[src/logic/apb_config.svh]
`ifndef APB_CONFIG_SVH
`define APB_CONFIG_SVH

//////////////////////////////////////////////////////////////////////
// Bus widths
//////////////////////////////////////////////////////////////////////

// Byte address
`define APB_ADDR_WIDTH 16
`define APB_DATA_WIDTH 32
// One strobe bit per data byte
`define APB_STRB_WIDTH (`APB_DATA_WIDTH / 8)

//////////////////////////////////////////////////////////////////////
// Address map
//////////////////////////////////////////////////////////////////////

`define SCRATCH_BASE 16'h0000
`define TIMER_BASE 16'h0100
// Bytes per completer region, power of two
`define REGION_SIZE 16'h0100

// Scratch bank depth in 32-bit words
`define SCRATCH_WORDS 8

`endif

[src/logic/apb_pkg.sv]
package apb_pkg;

	`include "apb_config.svh"

	// Low address bits that select a byte inside one region
	localparam int region_lsb = $clog2(`REGION_SIZE);

	//////////////////////////////////////////////////////////////////////
	// Bus structs
	//////////////////////////////////////////////////////////////////////

	// Requester to completer
	typedef struct packed {
		logic [`APB_ADDR_WIDTH-1:0] paddr;
		logic psel;
		logic penable;
		logic pwrite;
		logic [`APB_DATA_WIDTH-1:0] pwdata;
		logic [`APB_STRB_WIDTH-1:0] pstrb;
		logic [2:0] pprot;
	} apb_req_t;

	// Completer to requester, data and error valid with pready only
	typedef struct packed {
		logic pready;
		logic [`APB_DATA_WIDTH-1:0] prdata;
		logic pslverr;
	} apb_resp_t;

	// Timer register offsets inside its region
	typedef enum logic [region_lsb-1:0] {
		TIMER_CTRL = 'h0,
		TIMER_COUNT = 'h4,
		TIMER_COMPARE = 'h8,
		TIMER_STATUS = 'hC
	} timer_reg_e;

	// Decoder targets
	typedef enum logic [1:0] {
		COMP_SCRATCH,
		COMP_TIMER,
		COMP_NONE
	} completer_e;

endpackage

[src/logic/apb_decoder.sv]
`timescale 1ns/100ps
`include "apb_config.svh"

module apb_decoder import apb_pkg::*; (
	input apb_req_t req,
	output apb_resp_t resp,
	output apb_req_t scratch_req,
	input apb_resp_t scratch_resp,
	output apb_req_t timer_req,
	input apb_resp_t timer_resp
);

	localparam logic [`APB_ADDR_WIDTH-1:0] scratch_base = `SCRATCH_BASE;
	localparam logic [`APB_ADDR_WIDTH-1:0] timer_base = `TIMER_BASE;

	completer_e target;
	logic access;

	assign access = req.psel && req.penable;

	//////////////////////////////////////////////////////////////////////
	// Address match
	//////////////////////////////////////////////////////////////////////

	// Only the bits above the region offset take part
	always_comb begin
		target = COMP_NONE;
		if (req.paddr[`APB_ADDR_WIDTH-1:region_lsb] ==
			scratch_base[`APB_ADDR_WIDTH-1:region_lsb])
			target = COMP_SCRATCH;
		else if (req.paddr[`APB_ADDR_WIDTH-1:region_lsb] ==
			timer_base[`APB_ADDR_WIDTH-1:region_lsb])
			target = COMP_TIMER;
	end

	//////////////////////////////////////////////////////////////////////
	// Request fan-out
	//////////////////////////////////////////////////////////////////////

	// All fields broadcast, psel steered
	always_comb begin
		scratch_req = req;
		scratch_req.psel = req.psel && (target == COMP_SCRATCH);
		timer_req = req;
		timer_req.psel = req.psel && (target == COMP_TIMER);
	end

	//////////////////////////////////////////////////////////////////////
	// Response merge
	//////////////////////////////////////////////////////////////////////

	always_comb begin
		case (target)
			COMP_SCRATCH: resp = scratch_resp;
			COMP_TIMER: resp = timer_resp;
			default: begin
				// Unmapped, error with no wait state
				resp.pready = access;
				resp.prdata = '0;
				resp.pslverr = access;
			end
		endcase
	end

	// A completer answers only while the decoder selects it
	always_comb begin
		assert final (!(scratch_resp.pready && !scratch_req.psel) &&
			!(timer_resp.pready && !timer_req.psel))
			else $error("completer answered without its psel");
	end

endmodule

[src/logic/apb_register_slice.sv]
`timescale 1ns/100ps
`include "apb_config.svh"

module apb_register_slice import apb_pkg::*; #(
	// Register the response path toward the requester
	parameter bit up_reg = 1,
	// Register the request path toward the completers
	parameter bit down_reg = 1
) (
	input logic upstream,
	input logic reset,
	input apb_req_t up_req,
	output apb_resp_t up_resp,
	output apb_req_t down_req,
	input apb_resp_t down_resp
);

	// Set by downstream pready, held until upstream penable drops
	logic done;

	//////////////////////////////////////////////////////////////////////
	// Request path
	//////////////////////////////////////////////////////////////////////

	if (down_reg) begin : g_down_reg

		always_ff @(posedge upstream) begin
			if (reset) begin
				down_req <= '0;
				done <= 1'b0;
			end else begin
				down_req <= up_req;

				// Completer finished, but upstream penable is still high
				// until the delayed pready reaches the requester
				if (down_resp.pready) begin
					done <= 1'b1;
					down_req.penable <= 1'b0;
				end

				// Keep the completer out of a second access phase
				if (done)
					down_req.penable <= 1'b0;

				// End of the upstream transfer
				if (!up_req.penable)
					done <= 1'b0;
			end
		end

	end else begin : g_down_comb

		always_ff @(posedge upstream) begin
			if (reset) begin
				done <= 1'b0;
			end else begin
				if (down_resp.pready)
					done <= 1'b1;
				if (!up_req.penable)
					done <= 1'b0;
			end
		end

		// Straight through, penable blanked while done
		always_comb begin
			down_req = up_req;
			if (done)
				down_req.penable = 1'b0;
		end

	end

	//////////////////////////////////////////////////////////////////////
	// Response path
	//////////////////////////////////////////////////////////////////////

	if (up_reg) begin : g_up_reg

		always_ff @(posedge upstream) begin
			if (reset)
				up_resp <= '0;
			else
				up_resp <= down_resp;
		end

	end else begin : g_up_comb

		assign up_resp = down_resp;

	end

	// No access phase toward a completer that was never selected
	assert property (@(posedge upstream) disable iff (reset)
		$rose(down_req.penable) |-> down_req.psel)
		else $error("down penable rose without psel");

endmodule

[src/logic/apb_scratch_regs.sv]
`timescale 1ns/100ps
`include "apb_config.svh"

module apb_scratch_regs import apb_pkg::*; (
	input logic upstream,
	input logic reset,
	input apb_req_t req,
	output apb_resp_t resp
);

	localparam int idx_bits = $clog2(`SCRATCH_WORDS);

	logic [`APB_DATA_WIDTH-1:0] regs [`SCRATCH_WORDS];
	logic [idx_bits-1:0] idx;
	logic access;

	// Word index, upper in-region bits alias
	assign idx = req.paddr[2 +: idx_bits];
	assign access = req.psel && req.penable;

	//////////////////////////////////////////////////////////////////////
	// Byte-strobe writes
	//////////////////////////////////////////////////////////////////////

	always_ff @(posedge upstream) begin
		if (reset) begin
			for (int i = 0; i < `SCRATCH_WORDS; i++)
				regs[i] <= '0;
		end else if (access && req.pwrite) begin
			// Only strobed bytes change
			for (int b = 0; b < `APB_STRB_WIDTH; b++) begin
				if (req.pstrb[b])
					regs[idx][8*b +: 8] <= req.pwdata[8*b +: 8];
			end
		end
	end

	//////////////////////////////////////////////////////////////////////
	// Response
	//////////////////////////////////////////////////////////////////////

	// Zero wait states, never an error
	always_comb begin
		resp.pready = access;
		resp.pslverr = 1'b0;
		// Read data only on a read access
		if (access && !req.pwrite)
			resp.prdata = regs[idx];
		else
			resp.prdata = '0;
	end

endmodule

[src/logic/apb_subsystem.sv]
`timescale 1ns/100ps

module apb_subsystem import apb_pkg::*; (
	input logic upstream,
	input logic reset,
	input apb_req_t req,
	output apb_resp_t resp,
	output logic timer_irq
);

	// Slice down side to decoder
	apb_req_t slice_req;
	apb_resp_t slice_resp;

	// Decoder to completers
	apb_req_t scratch_req;
	apb_resp_t scratch_resp;
	apb_req_t timer_req;
	apb_resp_t timer_resp;

	//////////////////////////////////////////////////////////////////////
	// Pipeline stage, both directions registered
	//////////////////////////////////////////////////////////////////////

	apb_register_slice #(
		.up_reg(1),
		.down_reg(1)
	) u_slice (
		.upstream(upstream),
		.reset(reset),
		.up_req(req),
		.up_resp(resp),
		.down_req(slice_req),
		.down_resp(slice_resp)
	);

	apb_decoder u_decoder (
		.req(slice_req),
		.resp(slice_resp),
		.scratch_req(scratch_req),
		.scratch_resp(scratch_resp),
		.timer_req(timer_req),
		.timer_resp(timer_resp)
	);

	//////////////////////////////////////////////////////////////////////
	// Completers
	//////////////////////////////////////////////////////////////////////

	apb_scratch_regs u_scratch (
		.upstream(upstream),
		.reset(reset),
		.req(scratch_req),
		.resp(scratch_resp)
	);

	apb_timer u_timer (
		.upstream(upstream),
		.reset(reset),
		.req(timer_req),
		.resp(timer_resp),
		.timer_irq(timer_irq)
	);

endmodule

[src/logic/apb_timer.sv]
`timescale 1ns/100ps
`include "apb_config.svh"

module apb_timer import apb_pkg::*; (
	input logic upstream,
	input logic reset,
	input apb_req_t req,
	output apb_resp_t resp,
	output logic timer_irq
);

	logic enable;
	logic [`APB_DATA_WIDTH-1:0] count;
	logic [`APB_DATA_WIDTH-1:0] compare;
	logic status;

	// High in the second access cycle
	logic wait_q;
	logic access;
	logic ack;
	logic hit;
	logic [`APB_DATA_WIDTH-1:0] rdata;
	timer_reg_e offset;

	assign access = req.psel && req.penable;
	assign ack = access && wait_q;
	assign offset = timer_reg_e'(req.paddr[region_lsb-1:0]);

	// Wait state, cleared on the pready cycle
	always_ff @(posedge upstream) begin
		if (reset)
			wait_q <= 1'b0;
		else
			wait_q <= access && !wait_q;
	end

	//////////////////////////////////////////////////////////////////////
	// Register decode
	//////////////////////////////////////////////////////////////////////

	always_comb begin
		hit = 1'b1;
		rdata = '0;
		case (offset)
			TIMER_CTRL: rdata[0] = enable;
			TIMER_COUNT: rdata = count;
			TIMER_COMPARE: rdata = compare;
			TIMER_STATUS: rdata[0] = status;
			default: hit = 1'b0;
		endcase
	end

	//////////////////////////////////////////////////////////////////////
	// Counter and match
	//////////////////////////////////////////////////////////////////////

	always_ff @(posedge upstream) begin
		if (reset) begin
			enable <= 1'b0;
			count <= '0;
			compare <= '0;
			status <= 1'b0;
		end else begin
			// Software load wins over counting
			if (ack && req.pwrite && offset == TIMER_COUNT)
				count <= req.pwdata;
			else if (enable)
				count <= count + 1'b1;

			if (ack && req.pwrite && offset == TIMER_CTRL)
				enable <= req.pwdata[0];
			if (ack && req.pwrite && offset == TIMER_COMPARE)
				compare <= req.pwdata;

			// Write one to clear, a match in the same cycle wins
			if (ack && req.pwrite && offset == TIMER_STATUS && req.pwdata[0])
				status <= 1'b0;
			if (enable && count == compare)
				status <= 1'b1;
		end
	end

	assign timer_irq = status;

	// Unknown offset answers with an error, no data
	assign resp.pready = ack;
	assign resp.pslverr = ack && !hit;
	assign resp.prdata = (ack && !req.pwrite && hit) ? rdata : '0;

	// Request fields held through the wait state up to pready
	assert property (@(posedge upstream) disable iff (reset)
		resp.pready |-> $stable(req.paddr) && $stable(req.pwrite) && $stable(req.pwdata))
		else $error("timer request changed during the wait state");

endmodule

[config.mk]
export PLATFORM = sky130hd
export DESIGN_NAME = apb_subsystem
export DESIGN_NICKNAME = d
export VERILOG_FILES = /design/src/logic/apb_pkg.sv /design/src/logic/apb_decoder.sv /design/src/logic/apb_register_slice.sv /design/src/logic/apb_scratch_regs.sv /design/src/logic/apb_subsystem.sv /design/src/logic/apb_timer.sv
export VERILOG_INCLUDE_DIRS = /design/src /design/src/logic
export SDC_FILE = /design/constraint.sdc
export NUM_CORES = 1
export LEC_CHECK = 0
export BUFFER_PORTS_ARGS = -buffer_cell sky130_fd_sc_hd__buf_2
export CAP_MARGIN = 20
export CORE_ASPECT_RATIO = 2
export CORE_MARGIN = 5
export CORE_UTILIZATION = 65
export DETAILED_ROUTE_END_ITERATION = 8
export PLACE_DENSITY = 0.84
export SLEW_MARGIN = 0
export SYNTH_ARGS = -nofsm -noshare
export SYNTH_HDL_FRONTEND = slang
export SYNTH_SLANG_ARGS = --single-unit
[constraint.sdc]
create_clock -name upstream -period 5.87 [get_ports upstream]
set_input_delay 0.2935 -clock upstream [delete_from_list [all_inputs] [get_ports upstream]]
set_output_delay 0.2935 -clock upstream [all_outputs]
set_load 0.05 [all_outputs]
==> reports/metrics.yaml <==
status: "finished clean"
crit_type: "reg2reg"
antenna_cells: 0
synthTopCellsByArea: "edfxtp_1, dfxtp_1, mux4_2, and2_1, xor2_1"
ant_nets: 0
final_max_slew_viol_count: 0
ir_drop_mv: 0.2500
wl_um: 42220
die_w_um: 127.4
synthMuxAreaShare: 0.1006
hold_violations: 0
syn_to_final_growth_pct: 14.55
finalSetupViolCount: 0
cts_sinks: 413
grt_max_degree: 81
synthAdderAreaFrac: 0.0006980
cp_slowest_cell: "and4b_1"
worstHoldStart: "req[50]"
pin_count: 95
grt_pass1_vias: 12380
cts_root_buffer: "clkbuf_16"
cap_viol_max_count: 0
die_y_um: 244.9
ys_async_sr_fraction: 0
syn_inst: 1417
fill_cells: 1685
synth_area_um2: 17930
end_kind: "register"
power_density_nw_per_um2: 297.1
rsz0062_at_grt: "false"
critPathArrivalTime_ps: 3440
netlist-cell-type-count: 41
slew_headroom: 0.2990
grt_pass1_wl_um: 66180
die_area_um2: 31200
fp-row-count: 86
dr.pass1.iters: 6
port_buffers: 91
leakagePower_nw: 7.698
synth_top_area_frac: 0.4288
ys_warn_count: 0
fmax_mhz: 307.9
drc: 0
hpwl_um: 28340
final_cell_count_no_fill: 1929
cts_tree: "built"
crit_required_ps: 6060
synth-xor-area-share: 0.03078
fin_crit_ps: 3248
core_area_um2: 27440
clockBufferDepth: 3
period_share: 0.5533
cts_hold_buf: 48
nets: 1612
tightest_slew_ps: 1051
synth_commonest_cells: "edfxtp_1, and2_1, dfxtp_1"
worst_path_most_repeated_cell: "nand2_1"
hold_class: "in2reg"
setup.worst_path.start: "u_slice.down_req[51]"
synth-seq-cells: 413
grt_overflow: 0
drt_iter0_drc: 993
syn_avg_cell_area_um2: 12.65
max_stage_delay_ps: 1040
cts.repair.resized: 0
grtUsageTotal: 0.2765
h-tree-depth: 2
synth-simple-area-share: 0.1806
cts_setup_buffers: 0
synth-edff-count: 256
drive_above_1_share: 0.1731
critical_path.startpoint_type: "register"
crit_chain: "or3_4 > nor4_2 > and4b_1 > nand2_1 > nand2_1"
dp.cells: 1815
wl_per_cell_um: 21.89
clock_skew_ps: 14.77
globalplace.congestion: 0.9151
r2r-start: "u_slice.down_req[51]"
synth_top_family_by_area: "simple AND/OR/NAND/NOR gates"
ys_seq_area_frac: 0.6042
synth_top_area_cell: "edfxtp_1"
path_clk_slew_ps: 70
cp_max_fo: 27
yosysMostFrequentCell: "edfxtp_1"
finalSetupTns_ps: 0
syn_nets: 1478
start_util: 0.6533
grt_antenna_before_repair: 0
vias: 11740
clkLatencyLatePin_ps: 530
synth_compound_area_frac: 0.06065
cts_buffers: 35
synthFlopType: "edfxtp_1"
viasPerCell: 6.087
==> final timing paths <==
check | endpoint | depth (start not counted) | slack, ps
setup reg to reg | u_scratch.regs[2][17] | 5 | 2620
hold / removal | u_slice.down_req[50] | 2 | 20
hold reg to reg | u_timer.compare[30] | 2 | 480
setup / recovery | u_scratch.regs[2][17] | 5 | 2620
==> layer usage <==
metal  track usage  share of wire
met1        0.2798           0.31
met2        0.5338           0.57
met3       0.03963          0.057
met4        0.1428          0.055
met5             0              0
==> state kept, by name, indices dropped and copies added (netlist names) <==
| signal | cells |
|---|---|
| u_timer.compare | 32 |
| u_timer.timer_irq | 1 |
| u_timer.count | 32 |
| u_slice.done | 1 |
| u_timer.wait_q | 1 |
| u_slice.down_req | 55 |
| u_timer.enable | 1 |
| u_slice.up_resp | 34 |
| u_scratch.regs | 256 |
==> per-stage QoR <==
step | area (um2) | hold WS [ps] | total power (W) | utilization | setup slack, ps
3_3_place_gp | 18710 | 461.2 | 0.003502 | 0.6818 | 2676
4_1_cts | 20520 | 1.910 | 0.006122 | 0.7477 | 2494
2_1_floorplan | 17930 | 421.7 | 0.003414 | - | 3521
5_1_grt | 20530 | 4.080 | 0.006273 | 0.7484 | 2481
3_5_place_dp | 18730 | 472.6 | 0.003519 | 0.6827 | 2553
6_report | 20530 | 16.80 | 0.006100 | 0.7484 | 2622
==> layout by cell type (no fill, tap or decap), types with 3 or more instances in the layout <==
cell / n
bufinv_16: 8
edfxtp_1: 256
nor2b_1: 54
clkbuf_16: 37
nor2_1: 101
a22oi_1: 31
a21oi_1: 32
mux4_2: 65
nand3_1: 24
clkbuf_8: 4
clkbuf_1: 3
dfxtp_1: 154
or3_1: 3
nor3_1: 5
clkinv_2: 3
xnor2_1: 11
xor2_1: 52
dlygate4sd3_1: 48
and2_1: 225
inv_1: 5
nor4_1: 16
buf_4: 35
clkinv_4: 3
and4_1: 4
a211oi_1: 30
mux2i_1: 34
o22a_1: 30
nand2b_1: 3
o21ai_0: 28
nand4_1: 11
buf_2: 97
and3_1: 38
nand2_1: 97
==> critical path, delay by kind of cell (launching register included) <==
kind	cells	cell delay, ps
AND/OR/NAND/NOR	5	2590
flip-flops	1	300
==> final cells by class <==
type                    count  area, um2  area share
multi-input cells         915       6698      0.3262
repair buffers            181       1236     0.06020
inverters                   5      18.77   0.0009140
clock inverters            19      312.8     0.01523
well taps                 352      440.4     0.02145
clock buffers              44      992.2     0.04832
flip-flops and latches    413      10840      0.5277
==> power breakdown <==
group          internal (W)  switching [W]  total [W]  leakage [nW]
clock network       0.00156        0.00105    0.00262         0.633
logic              0.000134       0.000141   0.000275          3.12
registers           0.00314      0.0000639    0.00321          3.95
total               0.00484        0.00126    0.00610          7.70
==> cells by family after synthesis <==
| group | count (synthesis) |
|---|---|
| XOR/XNOR | 63 |
| adder cells (fa/ha/maj) | 1 |
| AND/OR/NAND/NOR | 594 |
| AO/OA/AOI/OAI | 158 |
| multiplexers | 99 |
| buffers and inverters | 89 |
| flip-flops | 413 |
(Power assumes the default switching activity.)
